## src/rtl/iomem_pkg.sv

```systemverilog
// Shared iomem types and audio map; iomem page 0x03, one master, level field holds 0..4 only
`default_nettype none

package iomem_pkg;

	// Master request, held stable until ready
	typedef struct packed {
		logic        valid;
		logic [3:0]  wstrb;
		logic [31:0] addr;
		logic [31:0] wdata;
	} iomem_req_t;

	// Target response, rdata must be zero while ready is low
	typedef struct packed {
		logic        ready;
		logic [31:0] rdata;
	} iomem_rsp_t;

	// One stereo pair, right channel on top
	typedef struct packed {
		logic [15:0] right;
		logic [15:0] left;
	} stereo_sample_t;

	// Address map
	localparam logic [7:0] IOMEM_PAGE  = 8'h03;
	localparam logic [3:0] GPIO_BLOCK  = 4'h0;
	localparam logic [3:0] AUDIO_BLOCK = 4'h6;

	// Audio register word offsets, addr[3:2]
	typedef enum logic [1:0] {
		AREG_CTRL   = 2'd0,
		AREG_SAMPLE = 2'd1,
		AREG_STATUS = 2'd2,
		AREG_RSVD   = 2'd3
	} audio_reg_e;

	localparam int CTRL_ENABLE_BIT   = 0;
	localparam int STAT_UNDERRUN_BIT = 8;

	// Sample FIFO
	localparam int SAMPLE_FIFO_DEPTH = 4;
	localparam int FIFO_PTR_W        = $clog2(SAMPLE_FIFO_DEPTH);
	localparam int FIFO_LVL_W        = $clog2(SAMPLE_FIFO_DEPTH + 1);

	// I2S timing, clk cycles per half bit-clock and bits per frame
	typedef enum logic {
		I2S_IDLE = 1'b0,
		I2S_RUN  = 1'b1
	} i2s_state_e;

	localparam int SCK_HALF    = 2;
	localparam int SCK_DIV_W   = (SCK_HALF > 1) ? $clog2(SCK_HALF) : 1;
	localparam int FRAME_BITS  = 32;
	localparam int FRAME_BIT_W = $clog2(FRAME_BITS);

endpackage

`default_nettype wire
```

## src/rtl/io_subsystem.sv

```systemverilog
// Iomem peripheral side, one master, GPIO at 0x0300_0xxx and audio at 0x0300_6xxx
`default_nettype none

module io_subsystem import iomem_pkg::*; (
	input  wire        clk,
	input  wire        rst_n,
	input  iomem_req_t bus_req,
	output iomem_rsp_t bus_rsp,
	output wire [7:0]  leds,
	output wire        i2s_sck,
	output wire        i2s_ws,
	output wire        i2s_sd
);

	// Per-target request and response
	iomem_req_t gpio_req;
	iomem_rsp_t gpio_rsp;
	iomem_req_t audio_req;
	iomem_rsp_t audio_rsp;

	iomem_decode i_decode (
		.clk       (clk),
		.rst_n     (rst_n),
		.bus_req   (bus_req),
		.bus_rsp   (bus_rsp),
		.gpio_req  (gpio_req),
		.gpio_rsp  (gpio_rsp),
		.audio_req (audio_req),
		.audio_rsp (audio_rsp)
	);

	// LED register
	gpio_port i_gpio (
		.clk   (clk),
		.rst_n (rst_n),
		.req   (gpio_req),
		.rsp   (gpio_rsp),
		.leds  (leds)
	);

	// Sample FIFO and I2S output
	audio_engine i_audio (
		.clk     (clk),
		.rst_n   (rst_n),
		.req     (audio_req),
		.rsp     (audio_rsp),
		.i2s_sck (i2s_sck),
		.i2s_ws  (i2s_ws),
		.i2s_sd  (i2s_sd)
	);

endmodule

`default_nettype wire

```

## src/rtl/audio_engine.sv

```systemverilog
// Audio regs decode addr[3:2] only; any nonzero wstrb is a full write, sample writes stall while FIFO full
`default_nettype none

module audio_engine import iomem_pkg::*; (
	input  wire        clk,
	input  wire        rst_n,
	input  iomem_req_t req,
	output iomem_rsp_t rsp,
	output wire        i2s_sck,
	output wire        i2s_ws,
	output wire        i2s_sd
);

	audio_reg_e reg_sel;
	logic is_write;
	logic access;
	logic done;
	logic ready_q;
	logic enable;
	logic underrun_flag;
	logic underrun;
	logic push;
	logic sample_pop;
	logic fifo_full;
	logic fifo_empty;
	logic [FIFO_PTR_W-1:0] wr_ptr;
	logic [FIFO_PTR_W-1:0] rd_ptr;
	logic [FIFO_LVL_W-1:0] level;
	logic [31:0] read_val;
	stereo_sample_t fifo_mem [SAMPLE_FIFO_DEPTH];
	stereo_sample_t head_sample;

	assign reg_sel  = audio_reg_e'(req.addr[3:2]);
	assign is_write = |req.wstrb;
	assign access   = req.valid && !ready_q;

	// Sample writes wait for a free slot, everything else completes now
	assign push = access && is_write && (reg_sel == AREG_SAMPLE) && !fifo_full;
	assign done = access && !(is_write && (reg_sel == AREG_SAMPLE) && fifo_full);

	assign fifo_full   = (level == FIFO_LVL_W'(SAMPLE_FIFO_DEPTH));
	assign fifo_empty  = (level == '0);
	assign head_sample = fifo_mem[rd_ptr];

	// Sample storage
	always_ff @(posedge clk) begin
		if (push) begin
			fifo_mem[wr_ptr] <= stereo_sample_t'(req.wdata);
		end
	end

	always_ff @(posedge clk or negedge rst_n) begin
		if (!rst_n) begin
			ready_q       <= 1'b0;
			enable        <= 1'b0;
			underrun_flag <= 1'b0;
			wr_ptr        <= '0;
			rd_ptr        <= '0;
			level         <= '0;
		end else begin
			ready_q <= done;
			if (done && is_write && (reg_sel == AREG_CTRL)) begin
				enable <= req.wdata[CTRL_ENABLE_BIT];
			end
			// Sticky, new underrun beats a clear
			if (underrun) begin
				underrun_flag <= 1'b1;
			end else if (done && is_write && (reg_sel == AREG_STATUS) &&
					req.wdata[STAT_UNDERRUN_BIT]) begin
				underrun_flag <= 1'b0;
			end
			// Pointers wrap on their own, depth is a power of two
			if (push) begin
				wr_ptr <= wr_ptr + 1'b1;
			end
			if (sample_pop) begin
				rd_ptr <= rd_ptr + 1'b1;
			end
			if (push && !sample_pop) begin
				level <= level + 1'b1;
			end else if (sample_pop && !push) begin
				level <= level - 1'b1;
			end
		end
	end

	// Read mux, address still held in the ready cycle
	always_comb begin
		read_val = 32'h00000000;
		case (reg_sel)
			AREG_CTRL: read_val[CTRL_ENABLE_BIT] = enable;
			AREG_STATUS: begin
				read_val[FIFO_LVL_W-1:0]   = level;
				read_val[STAT_UNDERRUN_BIT] = underrun_flag;
			end
			AREG_SAMPLE, AREG_RSVD: read_val = 32'h00000000;
			default: read_val = 32'h00000000;
		endcase
	end

	assign rsp.ready = ready_q;
	assign rsp.rdata = ready_q ? read_val : 32'h00000000;

	i2s_tx i_i2s_tx (
		.clk         (clk),
		.rst_n       (rst_n),
		.enable      (enable),
		.head_sample (head_sample),
		.fifo_empty  (fifo_empty),
		.sample_pop  (sample_pop),
		.underrun    (underrun),
		.i2s_sck     (i2s_sck),
		.i2s_ws      (i2s_ws),
		.i2s_sd      (i2s_sd)
	);

	// Overflow check, level counter never passes the depth
	a_no_overflow: assert property (
		@(posedge clk) disable iff (!rst_n)
		level <= FIFO_LVL_W'(SAMPLE_FIFO_DEPTH)
	) else $error("audio_engine: FIFO level above depth");

	// Serializer must respect the empty flag
	a_no_pop_empty: assert property (
		@(posedge clk) disable iff (!rst_n)
		sample_pop |-> (level != '0)
	) else $error("audio_engine: pop from empty FIFO");

endmodule

`default_nettype wire

```

## src/rtl/i2s_tx.sv

```systemverilog
// I2S master, 4 clk per bit, 32-bit frame, ws switches with the first bit of each word (no one-bit lag)
`default_nettype none

module i2s_tx import iomem_pkg::*; (
	input  wire            clk,
	input  wire            rst_n,
	input  wire            enable,
	input  stereo_sample_t head_sample,
	input  wire            fifo_empty,
	output wire            sample_pop,
	output wire            underrun,
	output wire            i2s_sck,
	output wire            i2s_ws,
	output wire            i2s_sd
);

	i2s_state_e state;
	logic [SCK_DIV_W-1:0] div;
	logic [FRAME_BIT_W-1:0] bit_cnt;
	logic [FRAME_BITS-1:0] shreg;
	logic sck_q;
	logic half_tick;
	logic fall_tick;
	logic last_bit;
	logic frame_start;

	// End of each half bit-clock
	assign half_tick = (state == I2S_RUN) && (div == SCK_DIV_W'(SCK_HALF - 1));
	// sck about to drop, data moves here
	assign fall_tick = half_tick && sck_q;
	assign last_bit  = (bit_cnt == FRAME_BIT_W'(FRAME_BITS - 1));

	// New frame from idle, or back to back at the boundary
	assign frame_start = enable && ((state == I2S_IDLE) || (fall_tick && last_bit));

	// Head of FIFO taken in the same cycle
	assign sample_pop = frame_start && !fifo_empty;
	assign underrun   = frame_start && fifo_empty;

	assign i2s_sck = sck_q;
	// Upper half of the frame is the right word
	assign i2s_ws = bit_cnt[FRAME_BIT_W-1];
	assign i2s_sd = shreg[FRAME_BITS-1];

	always_ff @(posedge clk or negedge rst_n) begin
		if (!rst_n) begin
			state   <= I2S_IDLE;
			div     <= '0;
			bit_cnt <= '0;
			shreg   <= '0;
			sck_q   <= 1'b0;
		end else if (frame_start) begin
			state   <= I2S_RUN;
			div     <= '0;
			bit_cnt <= '0;
			sck_q   <= 1'b0;
			// Left word first, silence on underrun
			shreg   <= fifo_empty ? '0 : {head_sample.left, head_sample.right};
		end else if (state == I2S_RUN) begin
			if (half_tick) begin
				div   <= '0;
				sck_q <= !sck_q;
				if (sck_q) begin
					if (last_bit) begin
						// Frame done and enable low
						state   <= I2S_IDLE;
						bit_cnt <= '0;
						shreg   <= '0;
					end else begin
						bit_cnt <= bit_cnt + 1'b1;
						shreg   <= shreg << 1;
					end
				end
			end else begin
				div <= div + 1'b1;
			end
		end
	end

endmodule

`default_nettype wire

```

## src/rtl/gpio_port.sv

```systemverilog
// Eight LED bits at any offset in the GPIO block; only byte lane 0 writes, every access reads leds
`default_nettype none

module gpio_port import iomem_pkg::*; (
	input  wire        clk,
	input  wire        rst_n,
	input  iomem_req_t req,
	output iomem_rsp_t rsp,
	output logic [7:0] leds
);

	logic ready_q;
	logic access;

	// First cycle of a request, ready still low
	assign access = req.valid && !ready_q;

	always_ff @(posedge clk or negedge rst_n) begin
		if (!rst_n) begin
			ready_q <= 1'b0;
			leds    <= 8'h00;
		end else begin
			// Fixed one-cycle latency
			ready_q <= access;
			// Low byte lane only, upper lanes ignored
			if (access && req.wstrb[0]) begin
				leds <= req.wdata[7:0];
			end
		end
	end

	// Readback shows the value after any write
	assign rsp.ready = ready_q;
	assign rsp.rdata = ready_q ? {24'h000000, leds} : 32'h00000000;

endmodule

`default_nettype wire

```

## src/rtl/iomem_decode.sv

```systemverilog
// Decodes addr[31:24] and addr[15:12] only; other address bits alias, unmapped accesses read zero
`default_nettype none

module iomem_decode import iomem_pkg::*; (
	input  wire        clk,
	input  wire        rst_n,
	input  iomem_req_t bus_req,
	output iomem_rsp_t bus_rsp,
	output iomem_req_t gpio_req,
	input  iomem_rsp_t gpio_rsp,
	output iomem_req_t audio_req,
	input  iomem_rsp_t audio_rsp
);

	logic page_hit;
	logic sel_gpio;
	logic sel_audio;
	logic unmapped;
	logic unmap_ready;

	// Page compare shared by both targets
	assign page_hit  = (bus_req.addr[31:24] == IOMEM_PAGE);
	assign sel_gpio  = bus_req.valid && page_hit && (bus_req.addr[15:12] == GPIO_BLOCK);
	assign sel_audio = bus_req.valid && page_hit && (bus_req.addr[15:12] == AUDIO_BLOCK);

	// Anything else that is valid gets answered here
	assign unmapped = bus_req.valid && !sel_gpio && !sel_audio;

	// Fan out request, valid gated per target
	always_comb begin
		gpio_req        = bus_req;
		gpio_req.valid  = sel_gpio;
		audio_req       = bus_req;
		audio_req.valid = sel_audio;
	end

	// Dummy responder for holes in the map
	// Never two readies back to back
	always_ff @(posedge clk or negedge rst_n) begin
		if (!rst_n) begin
			unmap_ready <= 1'b0;
		end else begin
			unmap_ready <= unmapped && !unmap_ready;
		end
	end

	// Idle targets drive zeros, so a plain OR merges
	assign bus_rsp.ready = gpio_rsp.ready | audio_rsp.ready | unmap_ready;
	assign bus_rsp.rdata = gpio_rsp.rdata | audio_rsp.rdata;

	// Targets must not answer an idle bus
	a_ready_needs_valid: assert property (
		@(posedge clk) disable iff (!rst_n)
		bus_rsp.ready |-> bus_req.valid
	) else $error("iomem_decode: ready without valid");

	// Two responders at once would corrupt rdata
	a_one_responder: assert property (
		@(posedge clk) disable iff (!rst_n)
		$onehot0({gpio_rsp.ready, audio_rsp.ready, unmap_ready})
	) else $error("iomem_decode: overlapping responses");

endmodule

`default_nettype wire

```

## config.mk

```make
export PLATFORM = sky130hd
export DESIGN_NAME = io_subsystem
export DESIGN_NICKNAME = d
export VERILOG_FILES = /design/src/rtl/iomem_pkg.sv /design/src/rtl/io_subsystem.sv /design/src/rtl/audio_engine.sv /design/src/rtl/i2s_tx.sv /design/src/rtl/gpio_port.sv /design/src/rtl/iomem_decode.sv
export SDC_FILE = /design/constraint.sdc
export NUM_CORES = 1
export LEC_CHECK = 0
export BUFFER_PORTS_ARGS = -buffer_cell sky130_fd_sc_hd__clkbuf_2
export CELL_PAD_IN_SITES_DETAIL_PLACEMENT = 1
export CELL_PAD_IN_SITES_GLOBAL_PLACEMENT = 1
export CORE_ASPECT_RATIO = 0.9
export CORE_MARGIN = 1.5
export CORE_UTILIZATION = 34
export DETAILED_ROUTE_END_ITERATION = 12
export PLACE_DENSITY_LB_ADDON = 0.3
export SLEW_MARGIN = 15
export SYNTH_ARGS = -nofsm -noshare
export SYNTH_HDL_FRONTEND = slang
export SYNTH_HIERARCHICAL = 1
export SYNTH_SLANG_ARGS = --single-unit
```

## constraint.sdc

```tcl
create_clock -name clk -period 3.2 [get_ports clk]
set_input_delay 0.96 -clock clk [delete_from_list [all_inputs] [get_ports clk]]
set_output_delay 0.96 -clock clk [all_outputs]
set_load 0.03 [all_outputs]
```

==> flow_summary.json <==
{
  "status": "complete, no violations",
  "grt_pass1_vias": 4861,
  "grt_max_degree": 39,
  "tritoncts": "built",
  "clock_path_buffers": 2,
  "yosysWarnings": 6,
  "hold_buffers": 0,
  "hpwl_mm": 11.22,
  "p_clk_share_pct": 41.5,
  "insertedDiodeCount": 0,
  "viasPerCell": 4.542,
  "slew_headroom_pct": 46.36,
  "combPwrFrac_pct": 4.4,
  "floorplan.die.width_um": 171.9,
  "drtAntennaViolNets": 0,
  "p_total_mw": 4.900,
  "crit_slowest_cell": "or4_4",
  "rsz0062_at_grt": "no",
  "setup-violations-final": 0,
  "crit_chain": "clkbuf_2 -> or4_4 -> nor4_4 -> buf_4 -> nand2b_4 -> a2111oi_4 -> ha_2 -> inv_2 -> fa_2 -> xor2_1 -> nor2_1 -> xor2_1",
  "drive_gt1_share_pct": 39.40,
  "clkSinkCount": 188,
  "required_ns": 3.56,
  "drc": 0,
  "hold_class": "reg -> reg",
  "nFillCells": 2593,
  "hold_viol": 0,
  "track_usage_pct": 13.64,
  "skew_ns": 0.008508,
  "first_pass_iters": 4,
  "antenna_found_initial": 0,
  "leakagePower_nw": 3.969,
  "cts_made_buffers": 17,
  "fmax_mhz": 333.2,
  "ir_drop_mv": 0.2707,
  "rows": 55,
  "start_util_pct": 34.65,
  "htree_levels": 4,
  "wl_mm": 16.95,
  "overflow": 0,
  "boundaryPins": 115,
  "cp-end-kind": "flip-flop",
  "maxCapViolCount": 0,
  "port_buffers": 73,
  "cp-start-kind": "primary input",
  "first_iter_violations": 185,
  "p_sw_share_pct": 22.07,
  "tightest_slew_ns": 0.8046,
  "clk_latency_ns": 0.43,
  "clk_pin_slew_ns": 0.07,
  "power.density_nw_per_um2": 503.3,
  "cp.arrival_ns": 3.36,
  "syn_to_final_growth_pct": 11.55,
  "p_sw_mw": 1.081,
  "final_cell_mix": "edfxtp_1, clkbuf_2, nor2_1, dfrtp_1, conb_1",
  "die_h_um": 155,
  "wl_per_cell_um": 17.32,
  "clockRootBuffer": "clkbuf_16",
  "syn-cell-area_um2": 8728,
  "grt_pass1_wl_mm": 27.08,
  "die_area_um2": 26640,
  "syn_inst": 580,
  "core_um2": 25190,
  "path_class": "in -> reg",
  "slowest_delay_ns": 0.56,
  "worstPathMaxFanout": 2,
  "setup_slack_ns": 0.1992,
  "p_seq_share_pct": 54.1,
  "vias": 4447,
  "avgSynthCellArea_um2": 15.05,
  "fin_crit_ns": 3.001,
  "finalCritPeriodShare_pct": 93.78,
  "layout_commonest_cell": "edfxtp_1",
  "fin_nets": 703,
  "gp_congestion": 0.7218,
  "p_int_mw": 3.819,
  "crit_top_cell": "xor2_1",
  "pre_cts_slack_ns": -0.2918,
  "postCtsSetupBuffers": 0,
  "maxSlewViolCount": 0,
  "cts_resized": 0
}
sequential cells by signal, indices dropped and copies added, names as in the netlist, 2 cells and up:
name / count
i_audio/fifo_mem: 128
i_audio/i_i2s_tx/shreg: 32
i_gpio/leds: 8
i_audio/i_i2s_tx/bit_cnt: 5
i_audio/level: 3
i_audio/rd_ptr: 2
i_audio/wr_ptr: 2
power by group through the flow:
stage          registers, mW  clock network, mW  logic (mW)
2_1_floorplan           2.69                  0       0.220
3_3_place_gp            2.70                  0       0.208
3_5_place_dp            2.70                  0       0.217
4_1_cts                 2.65               2.08       0.218
5_1_grt                 2.65               2.17       0.240
6_report                2.65               2.04       0.216
layout make-up:
type	instances	area [µm²]	share of cell area, %
clock inverters	10	78.83	0.8096
flip-flops and latches	188	5346	54.91
multi-input cells	313	2641	27.13
clock buffers	22	496.7	5.102
repair buffers	100	730.7	7.504
inverters	4	15.01	0.1542
well taps	342	427.9	4.395
worst max-delay path: cells and delay by family:
family,cells,cell delay [ns]
and+or+nand+nor,4,0.93
adders and majority gates,2,0.59
AOI/OAI and AO/OA,1,0.31
xor gates and xnor gates,2,0.30
buffers and inverters,3,0.28
metrics by stage:
step | instance area (µm²) | hold WS [ns] | TNS [ns] | util [%] | std cells
6_report | 9737 | 0.5016 | 0 | 38.66 | 979
5_1_grt | 9737 | 0.5456 | 0 | 38.66 | 979
4_1_cts | 9728 | 0.5119 | 0 | 38.62 | 979
3_5_place_dp | 9153 | 0.4955 | -11.81 | 36.34 | 947
3_3_place_gp | 9153 | 0.4834 | -2.000 | 36.34 | 947
2_1_floorplan | 8936 | 0.4553 | -1.141 | - | 630
per-layer routing:
metal / track usage [%] / wire length [µm]
met1: 17.11 / 7270
met2: 23.46 / 8872
met3: 3.307 / 627
met4: 3.685 / 182
met5: 0 / 0
final timing paths:
path / start / endpoint / slack [ns] / cells after the start
min reg2reg: i_audio/i_i2s_tx/shreg[28]$_DFFE_PN0P_ / i_audio/i_i2s_tx/shreg[28]$_DFFE_PN0P_ / 0.50 / 2
max: bus_req[58] / i_audio/level[2]$_DFFE_PN0P_ / 0.20 / 12
max in group asynchronous: rst_n / i_audio/i_i2s_tx/bit_cnt[3]$_DFFE_PN0P_ / 1.84 / 2
max reg2reg: i_audio/i_i2s_tx/bit_cnt[0]$_DFFE_PN0P_ / i_audio/level[1]$_DFFE_PN0P_ / 0.72 / 10
min: i_audio/i_i2s_tx/shreg[28]$_DFFE_PN0P_ / i_audio/i_i2s_tx/shreg[28]$_DFFE_PN0P_ / 0.50 / 2
min in group asynchronous: rst_n / i_audio/i_i2s_tx/shreg[10]$_DFFE_PN0P_ / 0.60 / 1
(Power assumes the default switching activity.)
